[src/rtl/axis_part_pkg.sv]
// Stream partitioner shared definitions.
// Holds the default widths, the stream beat and configuration types
// and the APB register map used by the register block.

package axis_part_pkg;

    // Default widths, overridden through the top-level parameters.
    localparam int DATA_W = 8;    // Used data bits per beat.
    localparam int LEN_W  = 16;   // Partition length and beat index.

    // One stream beat between FIFO, partitioner and top-level ports.
    typedef struct packed {
        logic [31:0] data;        // Low DATA_W bits carry payload.
        logic        last;        // End of input packet.
    } axis_beat_t;

    // Software configuration driven by the register block.
    typedef struct packed {
        logic        valve;       // 1 passes beats, 0 holds them.
        logic [15:0] part_len;    // Last beat index of a segment.
    } part_cfg_t;

    // APB register offsets.
    localparam logic [11:0] REG_CTRL = 12'h000;   // Bit 0 is the valve.
    localparam logic [11:0] REG_LEN  = 12'h004;   // Partition length.
    localparam logic [11:0] REG_SEGS = 12'h008;   // Segment count, read-only.

endpackage

[src/rtl/axis_part_regs.sv]
// APB configuration registers for the stream partitioner.
// Holds the valve and the partition length, and counts the
// segments completed by the partitioner. Zero wait states;
// unmapped offsets and writes to the counter raise pslverr.

`timescale 1ns/100ps

module axis_part_regs #(
    parameter int LEN_W = axis_part_pkg::LEN_W
) (
    input  logic                     aclk,
    input  logic                     rst_n,
    // APB slave.
    input  logic                     psel,
    input  logic                     penable,
    input  logic                     pwrite,
    input  logic [11:0]              paddr,
    input  logic [31:0]              pwdata,
    output logic [31:0]              prdata,
    output logic                     pready,
    output logic                     pslverr,
    // Partitioner side.
    output axis_part_pkg::part_cfg_t cfg,
    input  logic                     seg_done
);

    logic             valve_q;
    logic [LEN_W-1:0] len_q;
    logic [31:0]      segs_q;

    logic access;
    logic hit_ctrl;
    logic hit_len;
    logic hit_segs;
    logic wr_ok;

    assign access   = psel && penable;   // APB access phase.
    assign hit_ctrl = (paddr == axis_part_pkg::REG_CTRL);
    assign hit_len  = (paddr == axis_part_pkg::REG_LEN);
    assign hit_segs = (paddr == axis_part_pkg::REG_SEGS);

    // Only the two writable registers accept data.
    assign wr_ok = access && pwrite && (hit_ctrl || hit_len);

    assign pready = 1'b1;   // No wait states.

    always_comb begin
        pslverr = 1'b0;
        if (access) begin
            if (!(hit_ctrl || hit_len || hit_segs)) begin
                pslverr = 1'b1;   // Unmapped offset.
            end else if (pwrite && hit_segs) begin
                pslverr = 1'b1;   // Counter is read-only.
            end
        end
    end

    // Read data, zero on errors and outside the access phase.
    always_comb begin
        prdata = '0;
        if (access && !pwrite) begin
            if (hit_ctrl) begin
                prdata = {31'b0, valve_q};
            end else if (hit_len) begin
                prdata = 32'(len_q);
            end else if (hit_segs) begin
                prdata = segs_q;
            end
        end
    end

    always_ff @(posedge aclk or negedge rst_n) begin
        if (!rst_n) begin
            valve_q <= 1'b0;
            len_q   <= '0;
        end else if (wr_ok) begin
            if (hit_ctrl) begin
                valve_q <= pwdata[0];
            end
            if (hit_len) begin
                len_q <= pwdata[LEN_W-1:0];
            end
        end
    end

    // Completed segments, wraps at 2^32.
    always_ff @(posedge aclk or negedge rst_n) begin
        if (!rst_n) begin
            segs_q <= '0;
        end else if (seg_done) begin
            segs_q <= segs_q + 32'd1;
        end
    end

    assign cfg.valve    = valve_q;
    assign cfg.part_len = 16'(len_q);

endmodule

[src/rtl/axis_beat_fifo.sv]
// Synchronous FIFO for stream beats.
// Circular buffer with read and write pointers and a fill count.
// Valid/ready on both sides; one cycle from write to read.

`timescale 1ns/100ps

module axis_beat_fifo #(
    parameter int DEPTH  = 8,
    parameter int DATA_W = axis_part_pkg::DATA_W
) (
    input  logic                      aclk,
    input  logic                      rst_n,
    // Write side.
    input  logic                      wr_valid,
    input  axis_part_pkg::axis_beat_t wr_beat,
    output logic                      wr_ready,
    // Read side.
    output logic                      rd_valid,
    output axis_part_pkg::axis_beat_t rd_beat,
    input  logic                      rd_ready
);

    localparam int PTR_W = (DEPTH > 1) ? $clog2(DEPTH) : 1;
    localparam int CNT_W = $clog2(DEPTH + 1);

    // Stored entry is {last, data[DATA_W-1:0]}.
    logic [DATA_W:0] mem [DEPTH];

    logic [PTR_W-1:0] wr_ptr;
    logic [PTR_W-1:0] rd_ptr;
    logic [CNT_W-1:0] count;
    logic [CNT_W-1:0] count_nxt;
    logic             ready_q;

    logic push;
    logic pop;

    assign push = wr_valid && wr_ready;
    assign pop  = rd_valid && rd_ready;

    always_comb begin
        count_nxt = count;
        if (push && !pop) begin
            count_nxt = count + CNT_W'(1);
        end else if (pop && !push) begin
            count_nxt = count - CNT_W'(1);
        end
    end

    always_ff @(posedge aclk or negedge rst_n) begin
        if (!rst_n) begin
            wr_ptr  <= '0;
            rd_ptr  <= '0;
            count   <= '0;
            ready_q <= 1'b0;
        end else begin
            if (push) begin
                wr_ptr <= (wr_ptr == PTR_W'(DEPTH - 1)) ? '0 : wr_ptr + PTR_W'(1);
            end
            if (pop) begin
                rd_ptr <= (rd_ptr == PTR_W'(DEPTH - 1)) ? '0 : rd_ptr + PTR_W'(1);
            end
            count   <= count_nxt;
            ready_q <= (count_nxt != CNT_W'(DEPTH));   // Registered not-full.
        end
    end

    // Payload storage.
    always_ff @(posedge aclk) begin
        if (push) begin
            mem[wr_ptr] <= {wr_beat.last, wr_beat.data[DATA_W-1:0]};
        end
    end

    assign wr_ready = ready_q;
    assign rd_valid = (count != '0);

    // Unused upper data bits read back as zero.
    always_comb begin
        rd_beat      = '0;
        rd_beat.data = 32'(mem[rd_ptr][DATA_W-1:0]);
        rd_beat.last = mem[rd_ptr][DATA_W];
    end

endmodule

[src/rtl/axis_partitioner.sv]
// Stream partitioner core.
// Gates the stream with the software valve, counts beats within
// the current segment and inserts tlast when the segment reaches
// part_len or the input packet ends. Data path is combinational;
// only the beat counter and the segment pulse are registered.

`timescale 1ns/100ps

module axis_partitioner #(
    parameter int LEN_W = axis_part_pkg::LEN_W
) (
    input  logic                      aclk,
    input  logic                      rst_n,
    // Configuration from the register block.
    input  axis_part_pkg::part_cfg_t  cfg,
    // Source side, from the FIFO.
    input  logic                      src_valid,
    input  axis_part_pkg::axis_beat_t src_beat,
    output logic                      src_ready,
    // Output stream.
    output logic                      out_valid,
    output axis_part_pkg::axis_beat_t out_beat,
    output logic [LEN_W-1:0]          out_tcnt,
    input  logic                      out_ready,
    // One-cycle pulse per completed segment.
    output logic                      seg_done
);

    logic [LEN_W-1:0] cnt;        // Index of the current beat.
    logic [LEN_W-1:0] part_len;
    logic             len_hit;
    logic             seg_end;
    logic             xfer;

    assign part_len = LEN_W'(cfg.part_len);

    // A closed valve hides the FIFO head and stalls it.
    assign out_valid = cfg.valve && src_valid;
    assign src_ready = cfg.valve && out_ready;

    assign xfer = out_valid && out_ready;

    // Greater-or-equal also closes a segment when the length is
    // lowered below the running count.
    assign len_hit = (cnt >= part_len);
    assign seg_end = src_beat.last || len_hit;

    always_comb begin
        out_beat      = src_beat;
        out_beat.last = seg_end;
    end

    assign out_tcnt = cnt;

    // Beat counter, restarts after each segment end.
    always_ff @(posedge aclk or negedge rst_n) begin
        if (!rst_n) begin
            cnt <= '0;
        end else if (xfer) begin
            if (seg_end) begin
                cnt <= '0;
            end else begin
                cnt <= cnt + LEN_W'(1);
            end
        end
    end

    always_ff @(posedge aclk or negedge rst_n) begin
        if (!rst_n) begin
            seg_done <= 1'b0;
        end else begin
            seg_done <= xfer && seg_end;   // Counted by the registers.
        end
    end

endmodule

[src/rtl/axis_part_top.sv]
// Stream partitioner top level.
// Input beats are buffered in a FIFO, then cut into segments of
// at most part_len + 1 beats behind a software valve. An APB
// register block sets the valve and length and counts segments.

`timescale 1ns/100ps

module axis_part_top #(
    parameter int DATA_W = axis_part_pkg::DATA_W,
    parameter int LEN_W  = axis_part_pkg::LEN_W,
    parameter int DEPTH  = 8
) (
    input  logic                      aclk,
    input  logic                      rst_n,
    // APB configuration port.
    input  logic                      psel,
    input  logic                      penable,
    input  logic                      pwrite,
    input  logic [11:0]               paddr,
    input  logic [31:0]               pwdata,
    output logic [31:0]               prdata,
    output logic                      pready,
    output logic                      pslverr,
    // Input stream.
    input  logic                      in_valid,
    input  axis_part_pkg::axis_beat_t in_beat,
    output logic                      in_ready,
    // Output stream.
    output logic                      out_valid,
    output axis_part_pkg::axis_beat_t out_beat,
    output logic [LEN_W-1:0]          out_tcnt,
    input  logic                      out_ready
);

    axis_part_pkg::part_cfg_t  cfg;
    axis_part_pkg::axis_beat_t fifo_beat;
    logic                      fifo_valid;
    logic                      fifo_ready;
    logic                      seg_done;

    axis_part_regs #(
        .LEN_W    (LEN_W)
    ) regs_i (
        .aclk     (aclk),
        .rst_n    (rst_n),
        .psel     (psel),
        .penable  (penable),
        .pwrite   (pwrite),
        .paddr    (paddr),
        .pwdata   (pwdata),
        .prdata   (prdata),
        .pready   (pready),
        .pslverr  (pslverr),
        .cfg      (cfg),
        .seg_done (seg_done)
    );

    axis_beat_fifo #(
        .DEPTH    (DEPTH),
        .DATA_W   (DATA_W)
    ) fifo_i (
        .aclk     (aclk),
        .rst_n    (rst_n),
        .wr_valid (in_valid),
        .wr_beat  (in_beat),
        .wr_ready (in_ready),
        .rd_valid (fifo_valid),
        .rd_beat  (fifo_beat),
        .rd_ready (fifo_ready)
    );

    axis_partitioner #(
        .LEN_W     (LEN_W)
    ) part_i (
        .aclk      (aclk),
        .rst_n     (rst_n),
        .cfg       (cfg),
        .src_valid (fifo_valid),
        .src_beat  (fifo_beat),
        .src_ready (fifo_ready),
        .out_valid (out_valid),
        .out_beat  (out_beat),
        .out_tcnt  (out_tcnt),
        .out_ready (out_ready),
        .seg_done  (seg_done)
    );

endmodule

[config.mk]
export PLATFORM = sky130hd
export DESIGN_NAME = axis_part_top
export DESIGN_NICKNAME = d
export VERILOG_FILES = /design/src/rtl/axis_part_pkg.sv /design/src/rtl/axis_part_regs.sv /design/src/rtl/axis_beat_fifo.sv /design/src/rtl/axis_partitioner.sv /design/src/rtl/axis_part_top.sv
export SDC_FILE = /design/constraint.sdc
export NUM_CORES = 1
export LEC_CHECK = 0
export ABC_AREA = 1
export BUFFER_PORTS_ARGS = -buffer_cell sky130_fd_sc_hd__buf_2
export CORE_ASPECT_RATIO = 2
export CORE_MARGIN = 2
export CORE_UTILIZATION = 60
export CTS_CLUSTER_DIAMETER = 200
export DETAILED_ROUTE_END_ITERATION = 12
export HOLD_SLACK_MARGIN = 0.05
export MAX_ROUTING_LAYER = met4
export PLACE_DENSITY_LB_ADDON = 0.3
export SLEW_MARGIN = 20
export SYNTH_ARGS = -nofsm -noshare
export SYNTH_HDL_FRONTEND = slang
export SYNTH_SLANG_ARGS = --single-unit
[constraint.sdc]
create_clock -name aclk -period 5.1 [get_ports aclk]
set_input_delay 0.765 -clock aclk [delete_from_list [all_inputs] [get_ports aclk]]
set_output_delay 0.765 -clock aclk [all_outputs]
set_load 0.02 [all_outputs]
==> out/qor.yml <==
power.density_nw_per_um2: 409.6
worst_path_largest_cell_delay_ns: 0.80
cts.hold.buffers_added: 0
cts_resized: 0
final_std_cells_w_o_fill: 1202
area_share_of_the_leading_cell_type_in_the_synthesized_netlist: 0.2689
clock_insertion_delay_worst_skew_ns: 0.42
insertedDiodeCount: 0
unrepaired_setup_endpoints_after_global_routing: "false"
grt.met1_usage: 0.2668
yosys_warnings: 0
numPortBuffers: 103
numClockSinks: 149
crit-reg2reg-launch: "fifo_i.rd_ptr[1]$_DFFE_PN0P_"
slew_violations: 0
synth_top_family_by_area: "simple AND/OR/NAND/NOR gates"
grt_pass1_vias: 6452
critPathLaunch: "fifo_i.rd_ptr[1]$_DFFE_PN0P_"
drt_iter0_markers: 375
synth_edf_count: 72
vias: 6559
synth_seq_cells: 149
critical_path.cell_chain: "inv_2, nand3_1, nand2_1, nand2_1, nand2_1, nor2_4, nand2_2, buf_2"
total_count_of_hold_check_failures_in_the_final_report: 0
cts.clk_slew.worst_paths_ns: 0.07
yosys-top-cells-area: "edfxtp_1 27%, dfrtp_1 24%, nand2_1 11%, nor2_1 4.9%, inv_1 4.2%"
grtUsageTotal: 0.2845
grt_antenna_before_repair: 0
critPathMaxFanout: 20
synth_area_leader_cell: "edfxtp_1"
cts_max_path_buffers: 2
drt_wl_total_mm: 19.63
grt_max_degree: 78
floorplan.io_pins: 169
hold_ws_ns: 0.2175
grt_util_met3: 0.04534
worst-endpoint-required_ns: 4.34
synth_adder_area_share: 0.03735
timing.critical_path.from_type: "flip-flop"
maxSlewHeadroom: 0.2837
p_leak_nw: 4.139
synth-compound-area-share: 0.07331
max_cap_violations: 0
nNetsFinal: 1145
finalSetupViolations: 0
r2r_cells: 8
critical_path.endpoint: "out_beat[0]"
area_share_of_and_or_nand_nor_cells_after_synthesis: 0.2577
num-fill-cells: 1022
std_cell_rows: 59
timing.setup.tns_ns: 0
ctsHtreeMaxLevel: 4
post_synth_mux_area_share: 0
p_total_mw: 3.731
outcome: "finished with violations"
period_share: 0.6734
synth-seq-area-share: 0.5086
avgRoutedWirePerCell_microns: 16.33
synthToLayoutAreaGrowth_pct: 13.31
synthMostInstantiatedCell: "nand2_1"
tritoncts: "yes"
postcts_setup_bufs: 0
max_freq_mhz: 291.2
wire_length_of_the_first_global_routing_pass_mm: 30.57
post_drt_via_cell_ratio: 5.457
rrSetupSlack_ns: 2.77
shortest_period_the_worst_path_allows_ns: 3.434
failed_checks: "DRC"
worstReg2RegEnd: "part_i.out_tcnt[1]$_DFFE_PN0P_"
initial_utilization: 0.6152
post_route_cells_drive_above_1_share: 0.1752
die_area_sq_um: 14400
synthXorXnorAreaFrac: 0.03268
synth_area_per_cell_sq_um: 8.552
netlist_top_cells_count: "240 x nand2_1, 105 x nor2_1, 91 x inv_1"
dp.cells: 1169
detailed_place_hpwl_mm: 14.16
finalWeightedCongestion: 0.9507
clock-root-buffer: "clkbuf_16"
critPathSlowestCell: "dfrtp_1"
groute.layer.met2.usage: 0.5370
cp.arrival_ns: 2.67
clock-skew-final_ns: 0.01130
worst_pin_slew_ns: 1.070
worst_setup_path_end_kind: "output port"
worst_hold_path_type: "in2async"
syn_inst: 940
core_sq_um: 13070
syn_area_sq_um: 8039
chipHeight_microns: 167.7
cts_made_buffers: 17
detail_route.drc_violations: 6
worst-setup-path-type: "reg2out"
count_of_unique_library_cells_instantiated_by_yosys: 40
dieWidth_microns: 85.85
irDropWorstVdd_uv: 262.9
busiest_layer: "met2"
critical_path.most_common_cell: "nand2_1"
grt-ovfl-total: 0
ys.flop_type: "dfrtp_1"
firstDrtPassIters: 9
antenna_nets_post_route: 0
synth_async_sr_flop_share: 0.5168
[state kept, by name, indices dropped and copies added, names as in the netlist]
signal / flops
fifo_i.count: 4
fifo_i.wr_ptr: 3
part_i.seg_done: 1
part_i.out_tcnt: 16
regs_i.valve_q: 1
fifo_i.wr_ready: 1
regs_i.segs_q: 32
fifo_i.mem: 72
fifo_i.rd_ptr: 3
regs_i.len_q: 16
[worst min path at each step]
stage | start | depth (start not counted) | slack (ns) | to
floorplan | regs_i.len_q[10]$_DFFE_PN0P_ | 2 | 0.46 | regs_i.len_q[10]$_DFFE_PN0P_
global placement | regs_i.len_q[6]$_DFFE_PN0P_ | 2 | 0.48 | regs_i.len_q[6]$_DFFE_PN0P_
detailed placement | regs_i.segs_q[31]$_DFFE_PN0P_ | 2 | 0.49 | regs_i.segs_q[31]$_DFFE_PN0P_
CTS | regs_i.segs_q[31]$_DFFE_PN0P_ | 2 | 0.50 | regs_i.segs_q[31]$_DFFE_PN0P_
global route | rst_n | 1 | 0.22 | regs_i.segs_q[23]$_DFFE_PN0P_
finish | rst_n | 1 | 0.22 | regs_i.segs_q[23]$_DFFE_PN0P_
[cell type report]
cell class,count,area [sq um],share of cell area
clock buffers,18,429.2,0.04712
clock inverters,14,130.1,0.01429
inverters,102,384.1,0.04217
flip-flops and latches,149,4089,0.4489
repair buffers,107,568.0,0.06236
multi-input cells,660,3318,0.3643
well taps,152,190.2,0.02088
[worst max-delay path, delay by kind of cell, from the launching register on]
family	cells	cell delay, ns
and+or+nand+nor	6	0.86
buffers and inverters	2	0.60
DFF	1	0.80
[power breakdown]
group | switching, mW | total, mW | leakage, nW | internal [mW]
Clock | 0.540 | 1.18 | 0.270 | 0.645
Sequential | 0.137 | 1.56 | 1.69 | 1.42
Combinational | 0.686 | 0.986 | 2.18 | 0.301
[cell families after synthesis]
group                      after synthesis
AOI/OAI and AO/OA                      104
buffers and inverters                  154
xor gates and xnor gates                30
and+or+nand+nor                        477
DFF                                    149
other                                    2
adders and majority gates               24
[metal layers]
metal | wire length, microns | vias to the layer above
met5 | 0 | -
li1 | - | 3216
met3 | 782 | 55
met2 | 11300 | 184
met1 | 6743 | 3104
met4 | 806 | 0
[through the flow]
step / setup slack, ns / utilization / instance area [sq um]
floorplan: 2.377 / - / 8125
global placement: 2.040 / 0.6522 / 8522
detailed placement: 2.012 / 0.6522 / 8522
CTS: 1.664 / 0.6950 / 9081
global route: 1.517 / 0.6971 / 9109
finish: 1.666 / 0.6971 / 9109
[cell usage in the layout, fill, tap and decap left out, drive strengths merged, types with 2 or more instances in the layout]
| cell | n |
|---|---|
| or2 | 3 |
| xnor2 | 5 |
| xor2 | 25 |
| clkbuf | 18 |
| inv | 109 |
| edfxtp | 72 |
| nand2 | 249 |
| nand3 | 68 |
| o21ai | 48 |
| nor3 | 31 |
| o21bai | 2 |
| clkinvlp | 2 |
| o22ai | 17 |
| clkinv | 5 |
| nand3b | 2 |
| dfrtp | 77 |
| a21oi | 33 |
| conb | 25 |
| ha | 24 |
| buf | 107 |
| nand4 | 9 |
| nor2 | 114 |
No activity file was read; power rests on OpenSTA's default activity.
